### config.mk
export PLATFORM = sky130hd
export DESIGN_NAME = led_string_top
export DESIGN_NICKNAME = d
export VERILOG_FILES = /design/src/common/led_regs_pkg.sv /design/src/common/led_timing_pkg.sv /design/src/hw/led_apb_regs.sv /design/src/hw/led_string_top.sv /design/src/led_serial/led_bit_encoder.sv /design/src/led_serial/led_framebuffer.sv
export SDC_FILE = /design/constraint.sdc
export NUM_CORES = 1
export LEC_CHECK = 0
export ABC_AREA = 1
export BUFFER_PORTS_ARGS = -buffer_cell sky130_fd_sc_hd__buf_2
export CAP_MARGIN = 20
export CORE_MARGIN = 3
export CORE_UTILIZATION = 40
export CTS_CLUSTER_DIAMETER = 50
export DETAILED_ROUTE_END_ITERATION = 6
export GPL_TIMING_DRIVEN = 0
export SYNTH_ARGS = -nofsm -noshare
export SYNTH_HDL_FRONTEND = slang
export SYNTH_SLANG_ARGS = --single-unit
export TNS_END_PERCENT = 30
### constraint.sdc
create_clock -name apb -period 2.8 [get_ports apb]
set_input_delay 0.56 -clock apb [delete_from_list [all_inputs] [get_ports apb]]
set_output_delay 0.56 -clock apb [all_outputs]
set_load 0.02 [all_outputs]
### src/common/led_regs_pkg.sv
package led_regs_pkg;

	//////////////////////////////////////////////////
	// APB bus shape

	// Byte address width
	localparam int apb_addr_bits = 8;

	// Only 32-bit data is supported
	localparam int apb_data_bits = 32;

	//////////////////////////////////////////////////
	// Framebuffer address map

	// One pixel per 32-bit word, word n at byte 4*n
	localparam int fb_word_bytes = 4;

	// Low address bits that must be zero on a write
	localparam int fb_addr_lsb = $clog2(fb_word_bytes);

	// Width of the word index part of the address
	localparam int fb_index_bits = apb_addr_bits - fb_addr_lsb;

endpackage

### src/common/led_timing_pkg.sv
package led_timing_pkg;

	//////////////////////////////////////////////////
	// LED chain geometry

	// Number of LEDs in the chain
	localparam int num_leds = 4;

	// Width of an LED index
	localparam int led_idx_bits = $clog2(num_leds);

	// One 24-bit colour per LED, sent MSB first
	localparam int pixel_bits = 24;

	// Width of a bit pointer into one pixel
	localparam int bit_idx_bits = $clog2(pixel_bits);

	//////////////////////////////////////////////////
	// Line timing in clock cycles

	// Short and long pulse lengths
	// A one is long high then short low, a zero is the reverse
	localparam int short_time = 3;
	localparam int long_time = 9;

	// Low gap ahead of each LED's first bit
	localparam int ifg_time = 20;

	// Low period that latches the whole chain at frame start
	localparam int reset_time = 75;

	// Pulse counter must reach the longest period
	localparam int count_bits = $clog2(reset_time + 1);

endpackage

### src/hw/led_apb_regs.sv
`timescale 1ns/10ps

module led_apb_regs
	import led_timing_pkg::*, led_regs_pkg::*;
(
	input  logic                     apb,
	input  logic                     reset,

	// APB completer side
	input  logic                     psel,
	input  logic                     penable,
	input  logic                     pwrite,
	input  logic [apb_addr_bits-1:0] paddr,
	input  logic [apb_data_bits-1:0] pwdata,
	output logic                     pready,
	output logic                     pslverr,

	// Framebuffer write port
	output logic                     fb_we,
	output logic [led_idx_bits-1:0]  fb_waddr,
	output logic [pixel_bits-1:0]    fb_wdata,

	// Update request towards the LED engine
	output logic                     update_req,
	input  logic                     update_ack
);

	//////////////////////////////////////////////////
	// Access decode

	logic                     access;
	logic                     aligned;
	logic                     in_range;
	logic                     write_ok;
	logic [fb_index_bits-1:0] word_idx;

	// No wait states, every access ends in its access phase
	assign access = psel && penable;
	assign pready = access;

	assign word_idx = paddr[apb_addr_bits-1:fb_addr_lsb];
	assign aligned  = (paddr[fb_addr_lsb-1:0] == '0);
	assign in_range = (word_idx < fb_index_bits'(num_leds));

	// Only aligned in-range writes get through
	assign write_ok = access && pwrite && aligned && in_range;

	// Reads are refused, there is no readback path
	assign pslverr = access && !write_ok;

	//////////////////////////////////////////////////
	// Framebuffer write strobe

	assign fb_we    = write_ok;
	assign fb_waddr = word_idx[led_idx_bits-1:0];

	// Top byte of the bus word is ignored
	assign fb_wdata = pwdata[pixel_bits-1:0];

	//////////////////////////////////////////////////
	// Four-phase update request

	// Set by a write that lands mid-handshake
	logic dirty;

	always_ff @(posedge apb) begin
		if (reset) begin
			update_req <= 1'b0;
			dirty      <= 1'b0;
		end else begin
			// Fresh write with the handshake at rest starts a request
			if (write_ok) begin
				if (update_req || update_ack)
					dirty <= 1'b1;
				else
					update_req <= 1'b1;
			end

			// Engine has taken it, drop req
			if (update_req && update_ack)
				update_req <= 1'b0;

			// Handshake back at rest, replay a write we had to hold
			if (!update_req && !update_ack && dirty) begin
				update_req <= 1'b1;
				dirty      <= 1'b0;
			end
		end
	end

endmodule

### src/hw/led_string_top.sv
`timescale 1ns/10ps

module led_string_top
	import led_timing_pkg::*, led_regs_pkg::*;
(
	input  logic                     apb,
	input  logic                     reset,

	// APB completer
	input  logic                     psel,
	input  logic                     penable,
	input  logic                     pwrite,
	input  logic [apb_addr_bits-1:0] paddr,
	input  logic [apb_data_bits-1:0] pwdata,
	output logic                     pready,
	output logic                     pslverr,

	// Serial LED data line
	output logic                     led_ctrl
);

	//////////////////////////////////////////////////
	// Internal wiring

	logic                    fb_we;
	logic [led_idx_bits-1:0] fb_waddr;
	logic [pixel_bits-1:0]   fb_wdata;
	logic                    fb_re;
	logic [led_idx_bits-1:0] fb_raddr;
	logic [pixel_bits-1:0]   fb_rdata;
	logic                    update_req;
	logic                    update_ack;

	// Bus decode and update requester
	led_apb_regs u_led_apb_regs (
		.apb        (apb),
		.reset      (reset),
		.psel       (psel),
		.penable    (penable),
		.pwrite     (pwrite),
		.paddr      (paddr),
		.pwdata     (pwdata),
		.pready     (pready),
		.pslverr    (pslverr),
		.fb_we      (fb_we),
		.fb_waddr   (fb_waddr),
		.fb_wdata   (fb_wdata),
		.update_req (update_req),
		.update_ack (update_ack)
	);

	led_framebuffer u_led_framebuffer (
		.apb      (apb),
		.fb_we    (fb_we),
		.fb_waddr (fb_waddr),
		.fb_wdata (fb_wdata),
		.fb_re    (fb_re),
		.fb_raddr (fb_raddr),
		.fb_rdata (fb_rdata)
	);

	// Frame generator on the LED line
	led_bit_encoder u_led_bit_encoder (
		.apb        (apb),
		.reset      (reset),
		.update_req (update_req),
		.update_ack (update_ack),
		.fb_re      (fb_re),
		.fb_raddr   (fb_raddr),
		.fb_rdata   (fb_rdata),
		.led_ctrl   (led_ctrl)
	);

endmodule

### src/led_serial/led_bit_encoder.sv
`timescale 1ns/10ps

module led_bit_encoder
	import led_timing_pkg::*;
(
	input  logic                    apb,
	input  logic                    reset,

	// Update handshake, acknowledge side
	input  logic                    update_req,
	output logic                    update_ack,

	// Framebuffer read port
	output logic                    fb_re,
	output logic [led_idx_bits-1:0] fb_raddr,
	input  logic [pixel_bits-1:0]   fb_rdata,

	// Serial LED data line
	output logic                    led_ctrl
);

	typedef enum logic [2:0] {
		st_idle,
		st_reset,
		st_gap,
		st_high,
		st_low
	} enc_state_t;

	enc_state_t              state;
	logic                    pending;
	logic [count_bits-1:0]   count;
	logic [count_bits-1:0]   phase_last;
	logic [bit_idx_bits-1:0] bit_idx;
	logic [bit_idx_bits-1:0] next_bit;
	logic [led_idx_bits-1:0] led_idx;
	logic                    phase_done;

	// Last count value of a high phase, long for a one
	function automatic logic [count_bits-1:0] high_last(input logic bit_val);
		high_last = bit_val ? count_bits'(long_time - 1) : count_bits'(short_time - 1);
	endfunction

	// Low phase mirrors the high so every bit has the same length
	function automatic logic [count_bits-1:0] low_last(input logic bit_val);
		low_last = bit_val ? count_bits'(short_time - 1) : count_bits'(long_time - 1);
	endfunction

	assign phase_done = (count == phase_last);
	assign next_bit   = bit_idx - 1'b1;
	assign fb_raddr   = led_idx;

	//////////////////////////////////////////////////
	// Frame FSM and handshake

	always_ff @(posedge apb) begin
		if (reset) begin
			state      <= st_idle;
			// One dark frame goes out after reset
			pending    <= 1'b1;
			update_ack <= 1'b0;
			count      <= '0;
			phase_last <= '0;
			bit_idx    <= '0;
			led_idx    <= '0;
			fb_re      <= 1'b0;
			led_ctrl   <= 1'b0;
		end else begin
			count <= count + 1'b1;
			fb_re <= 1'b0;

			case (state)
				st_idle: begin
					led_ctrl <= 1'b0;
					if (pending) begin
						pending    <= 1'b0;
						count      <= '0;
						phase_last <= count_bits'(reset_time - 1);
						state      <= st_reset;
					end
				end

				// Long low to latch the chain
				st_reset: begin
					if (phase_done) begin
						// Fetch LED 0 while the gap runs
						led_idx    <= '0;
						fb_re      <= 1'b1;
						bit_idx    <= bit_idx_bits'(pixel_bits - 1);
						count      <= '0;
						phase_last <= count_bits'(ifg_time - 1);
						state      <= st_gap;
					end
				end

				st_gap: begin
					if (phase_done) begin
						led_ctrl   <= 1'b1;
						count      <= '0;
						phase_last <= high_last(fb_rdata[bit_idx]);
						state      <= st_high;
					end
				end

				st_high: begin
					if (phase_done) begin
						led_ctrl   <= 1'b0;
						count      <= '0;
						phase_last <= low_last(fb_rdata[bit_idx]);
						state      <= st_low;
					end
				end

				st_low: begin
					if (phase_done) begin
						count <= '0;
						if (bit_idx != '0) begin
							// Next bit of this pixel
							bit_idx    <= next_bit;
							led_ctrl   <= 1'b1;
							phase_last <= high_last(fb_rdata[next_bit]);
							state      <= st_high;
						end else if (led_idx == led_idx_bits'(num_leds - 1)) begin
							state <= st_idle;
						end else begin
							// On to the next LED, read its pixel during the gap
							led_idx    <= led_idx + 1'b1;
							fb_re      <= 1'b1;
							bit_idx    <= bit_idx_bits'(pixel_bits - 1);
							phase_last <= count_bits'(ifg_time - 1);
							state      <= st_gap;
						end
					end
				end

				default: state <= st_idle;
			endcase

			// Ack side runs in every state
			// A new request wins over the pending clear in idle
			if (update_req && !update_ack) begin
				update_ack <= 1'b1;
				pending    <= 1'b1;
			end else if (!update_req && update_ack) begin
				update_ack <= 1'b0;
			end
		end
	end

endmodule

### src/led_serial/led_framebuffer.sv
`timescale 1ns/10ps

module led_framebuffer
	import led_timing_pkg::*;
(
	input  logic                    apb,

	// Write port from the register block
	input  logic                    fb_we,
	input  logic [led_idx_bits-1:0] fb_waddr,
	input  logic [pixel_bits-1:0]   fb_wdata,

	// Registered read port for the LED engine
	input  logic                    fb_re,
	input  logic [led_idx_bits-1:0] fb_raddr,
	output logic [pixel_bits-1:0]   fb_rdata = '0
);

	//////////////////////////////////////////////////
	// Pixel storage

	// Pixels power up dark so the first frame is all zero
	logic [pixel_bits-1:0] mem [num_leds] = '{default: '0};

	always_ff @(posedge apb) begin
		if (fb_we)
			mem[fb_waddr] <= fb_wdata;

		// Read data held until the next read strobe
		if (fb_re)
			fb_rdata <= mem[fb_raddr];
	end

endmodule

## Word level (Yosys, flattened, before mapping)

Memories as Yosys holds them, arrays and structs flattened. A register that Yosys moved wholly into a read port is not among the register bits.
Cells that the tools add are included.

- Word-level logic and storage cells: 120
- Register bits after elaboration: 30
- Output and inout bits: 3
- Memory bits (writable): 96
- Bits of input ports: 45
- Memories: 1

- Reductions and logical operators: 32
- Multiplexer cells: 54
- Equality and inequality tests: 16
- $add $sub $neg: 3
- $lt $le $gt $ge: 3

Memories:

| name | words | width | read ports | clocked after memory_dff | wr ports | line | RTL |
|---|---|---|---|---|---|---|---|
| u_led_framebuffer.mem | 4 | 24 | 1 | 1 | 1 | led_framebuffer.sv:23 | `logic [pixel_bits-1:0] mem [num_leds] = '{default: '0};` |

Operators with widths:

| cell | number |
|---|---|
| 7-bit 2-to-1 mux | 9 |
| 7-bit case mux with 5 select lines | 1 |
| 5-bit 2-to-1 mux | 4 |
| 1-bit 2-to-1 mux | 18 |
| 3-bit 2-to-1 mux | 6 |
| 3-bit case mux with 5 select lines | 1 |
| 5-bit AND reduction | 3 |
| 7-bit case mux with 2 select lines | 1 |
| 5-bit by 6-bit < comparator with 1-bit output (second input constant) | 2 |
| 4-bit 2-to-1 mux | 3 |
| 2-bit by 1-bit != test with 1-bit output (second input constant) | 6 |
| 1-bit binary-select mux with 5-bit select | 2 |
| 1-bit logical AND | 10 |
| 2-bit 2-to-1 mux | 5 |
| 5-bit case mux with 2 select lines | 1 |
| 5-bit nonzero test | 2 |
| 7-bit by 1-bit adder with 7-bit output (second input constant) | 1 |
| 7-bit equality test | 1 |
| 7-bit AND reduction | 1 |
| 3-bit by 2-bit equality test with 1-bit output (second input constant) | 2 |
| 6-bit by 3-bit < comparator with 1-bit output (second input constant) | 1 |
| 5-bit by 1-bit subtractor with 5-bit output (second input constant) | 1 |
| 2-bit != test (second input constant) | 2 |
| 1-bit case mux with 4 select lines | 1 |
| other kinds (19) | 24 |

## Logic depth before layout (Yosys ltp)

- Word-level depth: 7
- Mapped depth: 16
- Depth with buffers taken out: 14

## Cells and area by module

A second synthesis with hierarchy kept.

- Cell total of the unflattened synthesis: 784
- Area total of the unflattened synthesis: 7,089.3 um^2

By module, submodules not included:

| module | sequential area each (um^2) | instances | cells an instance | area each (um^2) |
|---|---|---|---|---|
| led_framebuffer | 3,603.5 | 1 | 408 | 4,778.3 |
| led_bit_encoder | 500.5 | 1 | 316 | 1,908.1 |
| led_apb_regs | 40.0 | 1 | 60 | 402.9 |

## Worst setup path before layout

No wires, ideal clock.

- Path kind: input-to-reg
- From: input paddr[6]
- To: memory u_led_framebuffer.mem[2][0], enable pin
- Slack: 0.209 ns
- Arrival time: 2.186 ns
- Cell stages on the path: 5
- Setup time: 0.405 ns
- Path through: nor2_1 -> nand2_1 -> nor3_1 -> nand2_1 -> nor2_1

- Cells in the longest elaborated chain, start to end: 4

Ends and longest elaborated chain:

| item | line | RTL |
|---|---|---|
| start: declaration | led_string_top.sv:13 | `input logic [apb_addr_bits-1:0] paddr,` |
| 6-bit by 3-bit < comparator with 1-bit output | led_apb_regs.sv:43 | `assign in_range = (word_idx < fb_index_bits'(num_leds));` |
| 1-bit logical AND | led_apb_regs.sv:46 | `assign write_ok = access && pwrite && aligned && in_range;` |
| 1-bit 2-to-1 mux | led_framebuffer.sv:26 | `if (fb_we)` |
| 1-bit 2-to-1 mux (implied by the code) | led_framebuffer.sv:27 | `mem[fb_waddr] <= fb_wdata;` |
| end: declaration | led_framebuffer.sv:23 |  |

No other way between the ends.

## Final worst setup path

- From: register u_led_bit_encoder.bit_idx[0]
- To: register u_led_bit_encoder.phase_last[3]

- Cells in the longest elaborated chain, start to end: 7
- Elaborated cells on any way between the ends: 16

Ends and longest elaborated chain:

| item | line | RTL |
|---|---|---|
| start: declaration | led_bit_encoder.sv:34 | `logic [bit_idx_bits-1:0] bit_idx;` |
| start signal: assignment | led_bit_encoder.sv:89 | `bit_idx <= bit_idx_bits'(pixel_bits - 1);` |
| start signal: assignment | led_bit_encoder.sv:119 | `bit_idx <= next_bit;` |
| start signal: assignment | led_bit_encoder.sv:129 | `bit_idx <= bit_idx_bits'(pixel_bits - 1);` |
| 5-bit by 1-bit subtractor with 5-bit output | led_bit_encoder.sv:50 | `assign next_bit = bit_idx - 1'b1;` |
| 1-bit binary-select mux with 5-bit select | led_bit_encoder.sv:121 | `phase_last <= high_last(fb_rdata[next_bit]);` |
| 1-bit 2-to-1 mux (implied by the code) | led_bit_encoder.sv:121 |  |
| 4-bit 2-to-1 mux | led_bit_encoder.sv:41 | `high_last = bit_val ? count_bits'(long_time - 1) : count_bits'(short_time - 1);` |
| 7-bit 2-to-1 mux | led_bit_encoder.sv:117 | `if (bit_idx != '0) begin` |
| 7-bit 2-to-1 mux | led_bit_encoder.sv:115 | `if (phase_done) begin` |
| 7-bit case mux with 5 select lines | led_bit_encoder.sv:72 | `case (state)` |
| end signal: assignment | led_bit_encoder.sv:78 | `phase_last <= count_bits'(reset_time - 1);` |
| end signal: assignment | led_bit_encoder.sv:121 |  |
| end signal: assignment | led_bit_encoder.sv:130 | `phase_last <= count_bits'(ifg_time - 1);` |
| end: declaration | led_bit_encoder.sv:33 | `logic [count_bits-1:0] phase_last;` |

Several ways; a longest one is shown, not always the timed one. The select of a mux whose other input is x is not followed.
A chain may end at the register's enable or synchronous reset.

==> results by group <==
CTS
  • Insertion delay to the later sink of the worst-skew pair: 420 ps
  • CTS tree: done
  • # hold bufs at CTS: 0
  • # Post-CTS Setup Buffers: 0
  • Clock Pin Slew Worst Setup and Hold Paths: 60 ps
  • Gates resized, CTS repair: 0
  • Number of buffers created by CTS: 17
  • # clock sinks: 147
  • Clock buffer depth: 2
  • H-Tree Depth: 4
  • Clock root buffer: clkbuf_16

Floorplan
  • Ports: 48
  • Core footprint: 15,400 µm²
  • Die area: 17,600 µm²
  • DIE WIDTH: 133 µm
  • Row count: 45
  • Initial Util: 0.415
  • Die Y-Extent: 133 µm

Detailed routing
  • Routed length per instance: 15.2 µm
  • Pre-antenna DRT Iters: 5
  • # DRC: 0
  • Via count: 4,544
  • Initial DRC count: 311
  • Final WL: 13,800 µm
  • ANT nets after route: 0
  • DR vias/cell: 5.01

Power and ir drop
  • Peak VDD IR: 0.517 mV
  • Leak pwr: 2.91 nW
  • Pwr Density: 893 nW/µm²

Worst hold path
  • Worst hold start: pwdata[15]
  • Hold Path Cell Cnt: 1
  • Hold Path Class: in -> reg
  • Hold Path Sink: u_led_framebuffer.mem[1][15]$_DFFE_PP_

Final layout
  • Layout area overhead: 17.3%
  • Post-Route Utilization: 0.487
  • # diodes: 0
  • Most common cell after layout, fill and taps aside: edfxtp_1
  • Share of cells above drive strength 1: 0.172
  • Multi-input gate area: 1920 µm²
  • FF/Latch Area: 4140 µm²
  • Commonest non-fill, non-tap cells in the layout: edfxtp_1 (120), nand2_1 (107), nor2_1 (78)
  • # nets final: 736
  • Design Area, Final: 7510 µm²
  • Fillers: 1,424

Worst setup path
  • Reg2Reg Launch Point: u_led_bit_encoder.bit_idx[0]$_SDFFE_PP0P_
  • CP arrival: 2580 ps
  • Crit Path Max Fanout: 10
  • Nature of the critical path endpoint: flip-flop
  • CP required: 3120 ps
  • Reg-to-Reg End: u_led_bit_encoder.phase_last[3]$_SDFFE_PP0P_
  • Critical setup path kind: reg -> reg
  • Worst Reg-to-Reg Cells: 15
  • CP Launch Type: flip-flop
  • R2R setup slack: 540 ps

GRT
  • First-pass GRT wire length: 23,100 µm
  • Grt ovf: 0
  • Initial antenna violation count: 0
  • Largest net degree at the start of global routing: 25
  • Total GRT Usage: 0.166
  • Number of global-route vias before repair: 4,672

Synth
  • Mapped Cells: 624
  • Synth top area cells: edfxtp_1 (56%), dfxtp_1 (8.4%), nand2_1 (6.3%)
  • Post-synth cell types: 33
  • Seq/Total Area, Yosys: 0.647
  • Synth Register Bits: 147
  • Synthesis warning total: 0
  • Synthesized area: 6400 µm²
  • FFs w/ async S/R, synth: 0
  • Mapped Avg Cell Area: 10.3 µm²
  • Post-synth top area cell: edfxtp_1
  • Primary FF master, synth: edfxtp_1
  • EDFF count, synth: 120
  • Post-Syn Nets: 676
  • Area share of the largest cell type after synthesis: 0.563

Placement
  • Hpwl dp: 9750 µm
  • Final Wtd Congestion: 0.888
  • Area post-placement: 6950 µm²
  • Port buffer count: 38

STA
  • Layout Skew: 9.35 ps
  • Maximum clock rate: 442 MHz
  • Setup violations, final: 0
  • Slew Viols, Final: 0
  • Worst Tran Pin Value: 997 ps
  • Post-route minimum period: 2260 ps
  • Fin. Hold Viols: 0
  • Final Cycle Share: 0.809
  • RSZ-0062 raised after global routing: no
  • Worst slew margin: 0.334

Outcome
  • Status: completed

Run
  • MaxCap Viol Count: 0
-- worst max-delay path, cell delays in order (launching register included) --
cell and delay [ps]:
dfxtp_1 310, buf_4 180, inv_4 70, buf_4 180, ha_1 290, buf_2 170
inv_1 220, nand3_1 140, nand3_1 90, nand3_1 80, nand3_1 110, nand2_1 60
nand2_1 60, nand2_1 50, nor2_1 100, nor2_1 50
-- routing by layer --
metal,part of all wire,vias to the layer above,wire [µm],GRT usage
met5,0,-,0,0
met4,0.019,0,263,0.0560
met3,0.038,17,528,0.0361
met2,0.51,106,7050,0.287
met1,0.43,2150,5980,0.205
li1,-,2271,-,-
-- stage by stage --
stage	total power [W]	hold WS (ps)	TNS, ps	setup WS, ps	cells
6_report	0.00670	352	0	535	907
5_1_grt	0.00712	346	0	319	907
4_1_cts	0.00674	335	0	545	907
3_5_place_dp	0.00460	467	0	158	876
3_3_place_gp	0.00456	465	-78520	-835	873
2_1_floorplan	0.00407	446	0	209	624
-- synth_stat cells (9+ instances only) --
master,number
a21oi_1,12
clkbuf_1,16
dfxtp_1,27
edfxtp_1,120
inv_1,45
inv_2,17
nand2_1,107
nand3_1,51
nor2_1,82
nor3_1,9
o21ai_0,54
o22ai_1,24
-- registers in the layout (all words and copies together) (netlist names), 2 cells and up --
signal / flops
u_led_framebuffer.fb_rdata: 24
u_led_bit_encoder.state: 3
u_led_bit_encoder.fb_raddr: 2
u_led_bit_encoder.bit_idx: 5
u_led_framebuffer.mem: 96
u_led_bit_encoder.phase_last: 4
u_led_bit_encoder.count: 7
-- final cells by class --
class | instances | share of cell area
Inverter | 64 | 0.0323
Sequential cell | 147 | 0.552
Buffer | 24 | 0.0147
Timing Repair Buffer | 41 | 0.0363
Clock buffer | 17 | 0.0567
Tap cell | 211 | 0.0352
Clock inverter | 14 | 0.0172
Multi-Input combinational cell | 389 | 0.256
-- kinds of logic (layout without fill, tap and decap cells) --
| logic type | Yosys count | count (layout) | synth area share |
|---|---|---|---|
| buf+inv | 88 | 160 | 0.0551 |
| fa+ha+maj | 7 | 7 | 0.0137 |
| flops | 147 | 147 | 0.647 |
| simple gates | 273 | 273 | 0.189 |
| xor+xnor | 2 | 2 | 0.00274 |
| compound gates | 107 | 107 | 0.0919 |
-- power by group --
part,internal [W],switching (W),leakage [nW]
logic,0.000625,0.00133,1.35
clock network,0.00123,0.000907,0.264
registers,0.00252,0.0000986,1.30
total,0.00437,0.00233,2.91
-- worst max path at each step --
stage                                              endpoint  slack, ps  cells after the start                                       from
5_1_grt        u_led_bit_encoder.phase_last[3]$_SDFFE_PP0P_        320                     15  u_led_bit_encoder.bit_idx[0]$_SDFFE_PP0P_
3_3_place_gp         u_led_framebuffer.mem[0][19]$_DFFE_PP_       -840                      6                                   paddr[6]
6_report       u_led_bit_encoder.phase_last[3]$_SDFFE_PP0P_        540                     15  u_led_bit_encoder.bit_idx[0]$_SDFFE_PP0P_
3_5_place_dp         u_led_framebuffer.mem[2][19]$_DFFE_PP_        160                      7                                   paddr[6]
4_1_cts        u_led_bit_encoder.phase_last[3]$_SDFFE_PP0P_        540                     15  u_led_bit_encoder.bit_idx[0]$_SDFFE_PP0P_
2_1_floorplan         u_led_framebuffer.mem[2][0]$_DFFE_PP_        210                      5                                   paddr[6]
(Power assumes the default switching activity.)
